<file path="config.mk">
export PLATFORM = sky130hd
export DESIGN_NAME = cr16_core
export DESIGN_NICKNAME = d
export VERILOG_FILES = /design/src/cr16_pkg.sv /design/src/cr16_alu.sv /design/src/cr16_bus_port.sv /design/src/cr16_control.sv /design/src/cr16_core.sv /design/src/cr16_regfile.sv /design/src/cr16_retire_counter.sv
export SDC_FILE = /design/constraint.sdc
export NUM_CORES = 1
export LEC_CHECK = 0
export ABC_AREA = 1
export BUFFER_PORTS_ARGS = -buffer_cell sky130_fd_sc_hd__clkbuf_2
export CAP_MARGIN = 10
export CORE_MARGIN = 2
export CORE_UTILIZATION = 45
export CTS_BUF_LIST = sky130_fd_sc_hd__clkbuf_4
export CTS_CLUSTER_DIAMETER = 200
export DETAILED_ROUTE_END_ITERATION = 8
export GPL_ROUTABILITY_DRIVEN = 0
export PLACE_DENSITY = 0.59
export SLEW_MARGIN = 0
export SYNTH_ARGS = -nofsm -noshare
export SYNTH_HDL_FRONTEND = slang
export SYNTH_SLANG_ARGS = --single-unit
</file>
<file path="constraint.sdc">
create_clock -name clk -period 12.85 [get_ports clk]
set_input_delay 1.285 -clock clk [delete_from_list [all_inputs] [get_ports clk]]
set_output_delay 1.285 -clock clk [all_outputs]
set_load 0.05 [all_outputs]
</file>
<file path="src/cr16_pkg.sv">
// CR16 core shared types
package cr16_pkg;

    localparam int DATA_W = 16;  // Machine word
    localparam int ADDR_W = 16;  // Word address
    localparam int REG_W  = 4;   // Sixteen registers

    typedef logic [DATA_W-1:0] data_t;     // Register and bus data
    typedef logic [ADDR_W-1:0] addr_t;     // Word address on the bus
    typedef logic [REG_W-1:0]  reg_idx_t;  // Register file index

    // ALU opcodes, CR16 encoding
    typedef enum logic [3:0] {
        op_nop  = 4'b0000,
        op_and  = 4'b0001,
        op_or   = 4'b0010,
        op_xor  = 4'b0011,
        op_lsh  = 4'b0100,  // RR form only, 0100 immediate is memory class
        op_add  = 4'b0101,
        op_addu = 4'b0110,
        op_addc = 4'b0111,
        op_not  = 4'b1000,
        op_sub  = 4'b1001,
        op_subc = 4'b1010,
        op_cmp  = 4'b1011,
        op_ashu = 4'b1100,
        op_mov  = 4'b1101
    } alu_op_t;

    // Kind of bus request this cycle
    typedef enum logic [1:0] {bus_idle, bus_fetch, bus_read, bus_write} bus_op_t;

    // Condition flags
    typedef struct packed {
        logic c;  // Carry or borrow
        logic l;  // Unsigned less
        logic z;  // Zero
        logic n;  // Negative
    } flags_t;

    // Decoder to datapath
    typedef struct packed {
        alu_op_t  op;
        reg_idx_t rdest;    // Destination, also store data
        reg_idx_t rsrc;     // Source, also address register
        data_t    imm;      // Sign-extended imm8
        logic     use_imm;  // B operand from imm
        logic     reg_we;
        logic     wb_load;  // Write back load data
        logic     flag_we;
    } ctrl_t;

    // Wishbone classic master outputs
    typedef struct packed {
        logic  cyc;
        logic  stb;
        logic  we;
        addr_t adr;
        data_t dat;
    } wb_req_t;

endpackage

</file>
<file path="src/cr16_alu.sv">
// CR16 ALU and flag register
module cr16_alu (
    input  logic             clk,
    input  logic             reset,
    input  cr16_pkg::ctrl_t  ctrl,
    input  cr16_pkg::data_t  a_val,
    input  cr16_pkg::data_t  b_val,
    output cr16_pkg::data_t  result,
    output cr16_pkg::flags_t flags
);
    import cr16_pkg::*;

    logic [DATA_W:0] sum;         // Carry out in top bit
    logic [DATA_W:0] diff;        // Borrow out in top bit
    logic            cin;         // ADDC carry in
    logic            bin;         // SUBC borrow in
    logic            is_add;
    logic            is_sub;      // SUB, SUBC, CMP
    logic            shl;         // Positive amount shifts left
    logic [4:0]      shamt;       // Shift magnitude, up to 16
    data_t           shifted;
    flags_t          next_flags;

    assign is_add = ctrl.op inside {op_add, op_addu, op_addc};
    assign is_sub = ctrl.op inside {op_sub, op_subc, op_cmp};

    assign cin  = (ctrl.op == op_addc) && flags.c;
    assign bin  = (ctrl.op == op_subc) && flags.c;
    assign sum  = {1'b0, a_val} + {1'b0, b_val} + cin;
    assign diff = {1'b0, a_val} - {1'b0, b_val} - bin;

    // Signed 5-bit shift count from b
    assign shl   = !b_val[4];
    assign shamt = b_val[4] ? (~b_val[4:0] + 5'd1) : b_val[4:0];

    always_comb begin
        if (shl) begin
            shifted = a_val << shamt;
        end else if (ctrl.op == op_ashu) begin
            shifted = data_t'($signed(a_val) >>> shamt);  // Sign fill
        end else begin
            shifted = a_val >> shamt;
        end
    end

    always_comb begin
        case (ctrl.op)
            op_add, op_addu, op_addc: result = sum[DATA_W-1:0];
            op_sub, op_subc, op_cmp:  result = diff[DATA_W-1:0];  // CMP value for z and n
            op_and:                   result = a_val & b_val;
            op_or:                    result = a_val | b_val;
            op_xor:                   result = a_val ^ b_val;
            op_not:                   result = ~b_val;
            op_mov:                   result = b_val;
            op_lsh, op_ashu:          result = shifted;
            default:                  result = a_val;  // NOP leaves rdest as is
        endcase
    end

    // Flags from this operation
    always_comb begin
        next_flags.c = is_add ? sum[DATA_W] : (is_sub ? diff[DATA_W] : 1'b0);
        next_flags.l = is_sub && (b_val > a_val);  // Unsigned compare
        next_flags.z = result == '0;
        next_flags.n = result[DATA_W-1];
    end

    always_ff @(posedge clk or negedge reset) begin
        if (!reset) begin
            flags <= '0;
        end else if (ctrl.flag_we) begin
            flags <= next_flags;
        end
    end

endmodule

</file>
<file path="src/cr16_bus_port.sv">
// PC, IR and Wishbone master port
module cr16_bus_port (
    input  logic              clk,
    input  logic              reset,
    input  cr16_pkg::bus_op_t bus_op,
    input  logic              pc_inc,
    input  cr16_pkg::data_t   mem_addr,
    input  cr16_pkg::data_t   store_data,
    input  cr16_pkg::data_t   wb_dat_r,
    input  logic              wb_ack,
    output cr16_pkg::wb_req_t wb,
    output logic              bus_done,
    output cr16_pkg::data_t   ir,
    output cr16_pkg::data_t   load_data
);
    import cr16_pkg::*;

    addr_t pc;   // Word address of the current instruction
    logic  req;  // Request open this cycle

    assign req = bus_op != bus_idle;

    // Request follows bus_op, held by the FSM until ack
    always_comb begin
        wb.cyc = req;
        wb.stb = req;
        wb.we  = bus_op == bus_write;
        wb.adr = (bus_op == bus_fetch) ? pc : addr_t'(mem_addr);  // Register address for data
        wb.dat = store_data;
    end

    assign bus_done = req && wb_ack;  // Ack ends the step

    // Program counter
    always_ff @(posedge clk or negedge reset) begin
        if (!reset) begin
            pc <= '0;
        end else if (pc_inc) begin
            pc <= pc + 1'b1;
        end
    end

    // IR feeds decode, so it comes out of reset as NOP
    always_ff @(posedge clk or negedge reset) begin
        if (!reset) begin
            ir <= '0;
        end else if (bus_done && bus_op == bus_fetch) begin
            ir <= wb_dat_r;
        end
    end

    // Load data register
    always_ff @(posedge clk) begin
        if (bus_done && bus_op == bus_read) begin
            load_data <= wb_dat_r;  // Read back in LOAD_WB
        end
    end

endmodule

</file>
<file path="src/cr16_control.sv">
// CR16 decode and control FSM
module cr16_control (
    input  logic              clk,
    input  logic              reset,
    input  cr16_pkg::data_t   ir,
    input  logic              bus_done,
    input  logic              limit_reached,
    output cr16_pkg::ctrl_t   ctrl,
    output cr16_pkg::bus_op_t bus_op,
    output logic              pc_inc,
    output logic              retire,
    output logic              halted
);
    import cr16_pkg::*;

    typedef enum logic [2:0] {
        st_fetch,
        st_decode,
        st_execute,
        st_mem_read,
        st_load_wb,
        st_mem_write,
        st_halt
    } state_t;

    state_t  state;
    state_t  next_state;
    alu_op_t op;
    logic    is_rr;      // High nibble zero
    logic    is_mem;     // Memory class
    logic    is_load;
    logic    is_store;
    logic    op_writes;  // Result goes to rdest
    logic    op_flags;   // Result updates flags

    // Instruction class from the high nibble
    assign is_rr    = ir[15:12] == 4'b0000;
    assign is_mem   = ir[15:12] == 4'b0100;
    assign is_load  = is_mem && ir[7:4] == 4'b0000;
    assign is_store = is_mem && ir[7:4] == 4'b0100;

    // Opcode field, illegal codes become NOP
    always_comb begin
        logic [3:0] code;
        code = is_rr ? ir[7:4] : ir[15:12];
        case (code)
            4'b0001, 4'b0010, 4'b0011, 4'b0100, 4'b0101, 4'b0110, 4'b0111,
            4'b1000, 4'b1001, 4'b1010, 4'b1011, 4'b1100, 4'b1101:
                op = alu_op_t'(code);
            default:
                op = op_nop;
        endcase
        if (is_mem) op = op_nop;  // LOAD and STORE do no ALU work
    end

    assign op_writes = !(op inside {op_cmp, op_nop});  // CMP only sets flags
    assign op_flags  = !(op inside {op_mov, op_nop});

    // Datapath controls
    always_comb begin
        ctrl.op      = op;
        ctrl.rdest   = ir[11:8];
        ctrl.rsrc    = ir[3:0];
        ctrl.imm     = {{(DATA_W-8){ir[7]}}, ir[7:0]};  // imm8 sign-extended
        ctrl.use_imm = !is_rr && !is_mem;
        ctrl.reg_we  = (state == st_execute && op_writes) || state == st_load_wb;
        ctrl.wb_load = state == st_load_wb;
        ctrl.flag_we = state == st_execute && op_flags;
    end

    // Bus requests and retire strobes
    always_comb begin
        bus_op = bus_idle;
        pc_inc = 1'b0;
        case (state)
            st_fetch:     if (!limit_reached) bus_op = bus_fetch;  // No fetch past the limit
            st_mem_read:  bus_op = bus_read;
            st_mem_write: begin
                bus_op = bus_write;
                pc_inc = bus_done;  // Store retires on ack
            end
            st_execute,
            st_load_wb:   pc_inc = 1'b1;
            default:      bus_op = bus_idle;
        endcase
    end

    assign retire = pc_inc;  // Every retire advances the PC
    assign halted = state == st_halt;

    // Next state
    always_comb begin
        next_state = state;
        case (state)
            st_fetch: begin
                if (limit_reached) next_state = st_halt;
                else if (bus_done) next_state = st_decode;  // IR loads here
            end
            st_decode: begin
                if (is_load)       next_state = st_mem_read;
                else if (is_store) next_state = st_mem_write;
                else               next_state = st_execute;
            end
            st_execute:   next_state = st_fetch;
            st_mem_read:  if (bus_done) next_state = st_load_wb;
            st_load_wb:   next_state = st_fetch;
            st_mem_write: if (bus_done) next_state = st_fetch;
            st_halt:      next_state = st_halt;  // Stays until reset
            default:      next_state = st_fetch;
        endcase
    end

    always_ff @(posedge clk or negedge reset) begin
        if (!reset) begin
            state <= st_fetch;
        end else begin
            state <= next_state;
        end
    end

endmodule

</file>
<file path="src/cr16_core.sv">
// CR16 multicycle core top level
module cr16_core #(
    parameter int INSTR_LIMIT = 16
) (
    input  logic              clk,
    input  logic              reset,
    input  cr16_pkg::data_t   wb_dat_r,
    input  logic              wb_ack,
    output cr16_pkg::wb_req_t wb,
    output cr16_pkg::flags_t  flags,
    output logic              halted
);
    import cr16_pkg::*;

    ctrl_t   ctrl;
    bus_op_t bus_op;
    logic    pc_inc;
    logic    retire;
    logic    limit_reached;
    logic    bus_done;
    data_t   ir;
    data_t   load_data;
    data_t   a_val;
    data_t   b_val;
    data_t   result;
    data_t   store_data;
    data_t   mem_addr;

    cr16_control u_control (
        .clk           (clk),
        .reset         (reset),
        .ir            (ir),
        .bus_done      (bus_done),
        .limit_reached (limit_reached),
        .ctrl          (ctrl),
        .bus_op        (bus_op),
        .pc_inc        (pc_inc),
        .retire        (retire),
        .halted        (halted)
    );

    cr16_retire_counter #(
        .INSTR_LIMIT (INSTR_LIMIT)
    ) u_retire_counter (
        .clk           (clk),
        .reset         (reset),
        .retire        (retire),
        .limit_reached (limit_reached)
    );

    cr16_bus_port u_bus_port (
        .clk        (clk),
        .reset      (reset),
        .bus_op     (bus_op),
        .pc_inc     (pc_inc),
        .mem_addr   (mem_addr),
        .store_data (store_data),
        .wb_dat_r   (wb_dat_r),
        .wb_ack     (wb_ack),
        .wb         (wb),
        .bus_done   (bus_done),
        .ir         (ir),
        .load_data  (load_data)
    );

    cr16_regfile u_regfile (
        .clk        (clk),
        .reset      (reset),
        .ctrl       (ctrl),
        .result     (result),
        .load_data  (load_data),
        .a_val      (a_val),
        .b_val      (b_val),
        .store_data (store_data),
        .mem_addr   (mem_addr)
    );

    cr16_alu u_alu (
        .clk    (clk),
        .reset  (reset),
        .ctrl   (ctrl),
        .a_val  (a_val),
        .b_val  (b_val),
        .result (result),
        .flags  (flags)
    );

endmodule

</file>
<file path="src/cr16_regfile.sv">
// CR16 register file
module cr16_regfile (
    input  logic            clk,
    input  logic            reset,
    input  cr16_pkg::ctrl_t ctrl,
    input  cr16_pkg::data_t result,
    input  cr16_pkg::data_t load_data,
    output cr16_pkg::data_t a_val,
    output cr16_pkg::data_t b_val,
    output cr16_pkg::data_t store_data,
    output cr16_pkg::data_t mem_addr
);
    import cr16_pkg::*;

    data_t regs [2**REG_W];

    // Destination doubles as first operand
    assign a_val      = regs[ctrl.rdest];
    assign b_val      = ctrl.use_imm ? ctrl.imm : regs[ctrl.rsrc];
    assign store_data = regs[ctrl.rdest];  // STORE data register
    assign mem_addr   = regs[ctrl.rsrc];   // LOAD/STORE address register

    // Write-back from ALU or load register
    always_ff @(posedge clk or negedge reset) begin
        if (!reset) begin
            for (int i = 0; i < 2**REG_W; i++) begin
                regs[i] <= '0;
            end
        end else if (ctrl.reg_we) begin
            regs[ctrl.rdest] <= ctrl.wb_load ? load_data : result;
        end
    end

endmodule

</file>
<file path="src/cr16_retire_counter.sv">
// Retired instruction counter
module cr16_retire_counter #(
    parameter int INSTR_LIMIT = 16
) (
    input  logic clk,
    input  logic reset,
    input  logic retire,
    output logic limit_reached
);

    localparam int CNT_W = (INSTR_LIMIT > 0) ? $clog2(INSTR_LIMIT + 1) : 1;
    localparam logic [CNT_W-1:0] LIMIT = CNT_W'(INSTR_LIMIT);

    logic [CNT_W-1:0] count;  // Instructions retired so far

    assign limit_reached = count == LIMIT;

    // Saturates at the limit
    always_ff @(posedge clk or negedge reset) begin
        if (!reset) begin
            count <= '0;
        end else if (retire && !limit_reached) begin
            count <= count + 1'b1;
        end
    end

endmodule

</file>
After elaboration in Yosys (flattened, before gate mapping)
Index checks and enable logic that the tools add are counted.
- register bits: 316
- input port bits: 19
- output and inout bits: 40
- logic and storage cells: 153
- add/subtract/negate cells: 7
- order comparisons: 4
- equality and inequality tests: 41
- shift operators: 3
- multiplexer cells: 31
- bitwise operators: 7
- reduce and logical (&&, ||, !) cells: 35
- operators by type and width (cell ; number):
    256-bit bitwise mux ; 1
    16-bit 2-to-1 mux ; 10
    16-bit binary-select mux with 4-bit select ; 2
    16-bit case mux with 8 select lines ; 1
    16-bit demux with 4-bit select ; 1
    4-bit equality test, second input constant ; 12
    4-bit by 3-bit equality test with 1-bit output, second input constant ; 10
    3-bit 2-to-1 mux ; 6
    16-bit by 16-bit adder with 17-bit output ; 1
    17-bit by 1-bit adder with 17-bit output ; 1
    16-bit by 16-bit subtractor with 17-bit output ; 1
    17-bit by 1-bit subtractor with 17-bit output ; 1
    16-bit by 1-bit adder with 16-bit output, second input constant ; 1
    16-bit bitwise AND ; 1
    4-bit by 2-bit equality test with 1-bit output, second input constant ; 4
    16-bit > comparator ; 1
    16-bit logical NOT ; 1
    16-bit inverter ; 1
    16-bit bitwise OR ; 1
    16-bit by 5-bit << shifter with 16-bit output ; 1
    16-bit by 5-bit >> shifter with 16-bit output ; 1
    16-bit by 5-bit >>> shifter with 16-bit output ; 1
    16-bit bitwise XOR ; 1
    3-bit case mux with 5 select lines ; 1
    30 further kinds ; 66

Logic depth before layout (Yosys ltp)
- depth after elaboration: 14
- gate-level depth with buffers: 33
- depth with buffers taken out: 30

By module
A second synthesis with hierarchy kept.
- cells, all modules: 3627
- area total of the unflattened synthesis: 24018.0 sq um
- by module, submodules not included (module ; times used ; cells an instance ; area an instance (sq um) ; seq. area each (sq um)):
    cr16_regfile ; 1 ; 2129 ; 14874.3 ; 6406.1
    cr16_alu ; 1 ; 1117 ; 5841.9 ; 100.1
    cr16_bus_port ; 1 ; 239 ; 2387.3 ; 1281.2
    cr16_control ; 1 ; 109 ; 649.4 ; 75.1
    cr16_retire_counter ; 1 ; 33 ; 265.3 ; 125.1

Worst setup path after synthesis
No wires, ideal clock.
- path type: reg-to-reg
- from: register u_bus_port.ir[8]
- to: register u_regfile.regs[30] (netlist bit)
- setup time: 129 ps
- data arrival time: 4683 ps
- required time: 12721 ps
- path slack: 8038 ps
- cell stages (with the launch flop): 28
- buffers on the path: 4
- clock period less this slack: 4812 ps
- cell sequence: dfrtp_1 buf_2 nand2_1 buf_4 buf_2 o22ai_1 o21ai_0 nand4_1 fa_1 fa_1 nor2_1 inv_1 a21oi_1 inv_1 a21oi_1 o21ai_0 nand4_1 o2111ai_1 or2_2 nand3_1 nand2_1 nor2_1 nand3_1 nand2_1 o21ai_4 buf_6 nand2_1 o21ai_1
- RTL lines (element ; RTL line ; source):
    from (decl) ; cr16_bus_port.sv:13 ; output cr16_pkg::data_t ir,
    from (signal assigned) ; cr16_bus_port.sv:48 ; ir <= wb_dat_r;
    to (signal, indexed assignment) ; cr16_regfile.sv:30 ; regs[ctrl.rdest] <= ctrl.wb_load ? load_data : result;
    to (decl) ; cr16_regfile.sv:15 ; data_t regs [2**REG_W];

Worst setup path after layout
- from: register u_bus_port.ir[8]
- to: register u_regfile.regs[174] (netlist bit)
- word-level cells in the longest chain between the ends: 10
- elaborated cells on any way between the ends: 24
- those cells by class: add/sub: 4; order compare: 2; shift: 3; mux: 10; bitwise: 4; reduce/logical: 1
- RTL lines (element ; RTL line):
    4-bit inverter with 5-bit output (*) ; cr16_regfile.sv:18, cr16_regfile.sv:30
    branches (longest 8 deep; another with 16-bit by 16-bit subtractor with 17-bit output) ; --
    256-bit bitwise mux (*) ; cr16_regfile.sv:30
Mark *: on every way between the ends. The select of a mux whose other input is x is not followed.
A chain may end at the register's enable or synchronous reset.

==> flow_metrics.py <==
metrics = {
    "clocking": {
        "cts.repair_timing.setup_buffer_count": 0,
        "clock_latency_ns": 0.85,
        "h-tree-depth": 3,
        "tritoncts": "done",
        "clock-sinks": 316,
        "cts.reportedPaths.clkPinSlew_ns": 0.07,
        "cts_made_buffers": 91,
        "root_buffer": "clkbuf_4",
        "clock_tree.buffer_depth": 3,
        "cts_resized": 0,
        "hold_buffers": 0,
    },
    "synth": {
        "syn_area_um2": 22500,
        "synth-compound-area-share_pct": 20.3,
        "async_reset_ff_share_pct": 94.9,
        "synth_area_leader_cell": "dfrtp_1",
        "synth.avg_cell_area_um2": 7.00,
        "synth_fa_ha_area_share_pct": 4.65,
        "synthTopCellsByArea": "dfrtp_1 (33%), nand2_1 (15%), o21ai_0 (7.8%), nand3_1 (5.6%), inv_1 (5.4%)",
        "netlist_instances": 3217,
        "ys_warn_count": 0,
        "synth_top_area_share_pct": 33.3,
        "synth_seq_cells": 316,
        "synth_top_family_by_area": "simple AND/OR/NAND/NOR gates",
        "synthTopCellsByCount": "nand2_1 (901), o21ai_0 (353), inv_1 (322)",
        "synth-main-ff-cell": "dfrtp_1",
        "yosysSeqAreaShare_pct": 35.5,
        "synth_edf_count": 16,
        "yosysMostFrequentCell": "nand2_1",
        "syn-num-nets": 3313,
        "synth.area.mux_share_pct": 1.69,
        "synth-simple-area-share_pct": 26.3,
        "synth-xor-area-share_pct": 0.895,
        "synth_cell_types": 56,
    },
    "die": {
        "die_h_um": 228,
        "chipWidth_um": 228,
        "die-area_um2": 51800,
        "io_pins": 59,
        "rows": 81,
        "core-area_um2": 49200,
        "initial_core_util_pct": 45.8,
    },
    "finish": {
        "final_cell_count_no_fill": 3939,
        "syn_to_final_growth_pct": 6.82,
        "nNetsFinal": 3315,
        "layout.core_utilization_pct": 48.9,
        "drive_above_1_share_pct": 11.8,
    },
    "critical_path": {
        "required_ns": 13.59,
        "path_class": "reg -> reg",
        "cp-start-kind": "flip-flop",
        "critPathArrivalTime_ns": 6.93,
        "crit_path_end_kind": "flip-flop",
        "cp_max_fo": 37,
    },
    "sta": {
        "period_needed_ns": 6.19,
        "setup_violations": 0,
        "grt_setup_unrepaired": "no",
        "tightest_slew_ns": 1.25,
        "maxSlewViolCount": 0,
        "maxSlewHeadroom_pct": 16.6,
        "period_share_pct": 48.2,
        "fmax_mhz": 162,
        "final.setup_skew_ns": 0.0441,
        "fin_setup_tns_ns": 0,
        "hold_viol": 0,
    },
    "outcome": {
        "status": "finished, violations left",
        "violations": "design-rule violations",
    },
    "global_routing": {
        "track_usage_pct": 33.8,
        "antenna_found_initial": 4,
        "grt_pass1_wl_um": 131000,
        "grt_max_degree": 164,
        "grt_pass1_vias": 22011,
        "grt-ovfl-total": 0,
    },
    "detailed_routing": {
        "dr.pass1.iters": 9,
        "ant_nets": 0,
        "viasPerCell": 5.90,
        "vias": 23224,
        "drt_iter0_drc": 2910,
        "wirelength_um": 87300,
        "wl_per_cell_um": 22.2,
        "remaining_drc_errors": 2,
    },
    "placed_design": {
        "portBuffers": 58,
        "place_inst": 3790,
        "dp_hpwl_um": 58100,
    },
    "worst_hold_path": {
        "hp-class": "in -> async",
    },
    "run": {
        "maxCapViolCount": 0,
    },
}
stage by stage:
step                      hold WS [ns]  instance area [um^2]  setup WS, ns
after floorplan                  0.445                 22500          8.04
after global placement           0.467                 22900          6.90
after detailed placement         0.476                 22900          6.91
after CTS                        0.425                 24000          6.85
after global routing             0.463                 24100          6.29
final                            0.451                 24100          6.66
routing by layer:
layer | vias to the layer above | wire length [um] | global-route usage, %
li1 | 10650 | - | -
met5 | - | 55 | 0
met1 | 10882 | 35800 | 46.0
met2 | 1416 | 37100 | 49.8
met3 | 268 | 10200 | 9.19
met4 | 8 | 4180 | 16.2
layout by cell type (no fill, tap or decap), types with 7 or more instances in the layout:
master	netlist	routed
nand4_1	21	21
o21ai_4	14	14
o21ai_1	141	141
xor2_1	19	19
clkbuf_4	0	125
inv_1	322	320
a21oi_1	192	192
a31oi_1	12	12
nor2_1	134	126
nor2_2	15	22
o22ai_1	61	61
ha_1	66	66
nor3_1	19	19
nand2_2	24	26
inv_2	21	24
o21ai_0	353	353
o211ai_1	8	8
clkbuf_2	0	57
buf_4	30	42
nand3_1	251	251
nand2_1	901	899
nor4_1	7	7
clkinv_1	5	19
fa_1	11	11
dfrtp_1	300	298
mux2_2	31	31
edfxtp_1	16	16
final timing paths:
check                                                            from                               endpoint  slack, ns  cells past startpoint
worst min register to register  u_retire_counter.count[4]$_DFFE_PN0P_  u_retire_counter.count[4]$_DFFE_PN0P_       0.48                      1
max in group asynchronous                                       reset  u_retire_counter.count[0]$_DFFE_PN0P_      10.15                      3
worst max register to register           u_bus_port.ir[8]$_DFFE_PN0P_        u_regfile.regs[174]$_DFFE_PN0P_       6.66                     21
worst max-delay path                     u_bus_port.ir[8]$_DFFE_PN0P_        u_regfile.regs[174]$_DFFE_PN0P_       6.66                     21
worst min-delay path                                            reset         u_regfile.regs[35]$_DFFE_PN0P_       0.45                      1
min in group clk                u_retire_counter.count[4]$_DFFE_PN0P_  u_retire_counter.count[4]$_DFFE_PN0P_       0.48                      1
critical path, stage by stage, from the launching register on:
cell and delay (ns):
dfrtp_1 0.70, nand2_2 0.48, buf_4 0.47, o22ai_1 0.21, o21ai_0 0.10, nand4_1 0.48, inv_1 0.20, fa_1 0.50
fa_1 0.45, o311ai_0 0.74, a21oi_1 0.13, o21ai_0 0.32, nand2_1 0.12, nand3_1 0.09, nand2_1 0.06, nor2_1 0.10
nor2_1 0.06, nand3_1 0.08, nand2_1 0.14, o21ai_4 0.41, nand2_1 0.09, o21ai_1 0.11
kinds of logic (layout without fill, tap and decap cells):
| family | count (synthesis) | in the layout |
|---|---|---|
| buf+inv | 541 | 597 |
| xor+xnor | 23 | 23 |
| compound gates | 826 | 826 |
| fa+ha+maj | 77 | 77 |
| simple gates | 1400 | 1400 |
| mux | 34 | 34 |
| other cells | 0 | 2 |
| flops | 316 | 316 |
cell type report:
cell class | count | area (um^2)
Multi-Input combinational cell | 2360 | 12200
Inverter | 349 | 1310
Fill cell | 5054 | 25100
Tap cell | 664 | 831
Timing Repair Buffer | 101 | 636
Clock inverter | 22 | 171
Sequential cell | 316 | 7990
Antenna cell | 2 | 5.00
Clock buffer | 125 | 938
state kept, by name (all words and copies together) (netlist names):
signal and flops:
u_bus_port.load_data 16, u_alu.flags 4, u_control.state 3, u_bus_port.ir 16
u_retire_counter.count 5, u_bus_port.pc 16, u_regfile.regs 256
Power is left out: the tool's default activity adds up to more than one toggle a clock period on the data nets, which glitch-free logic cannot reach.
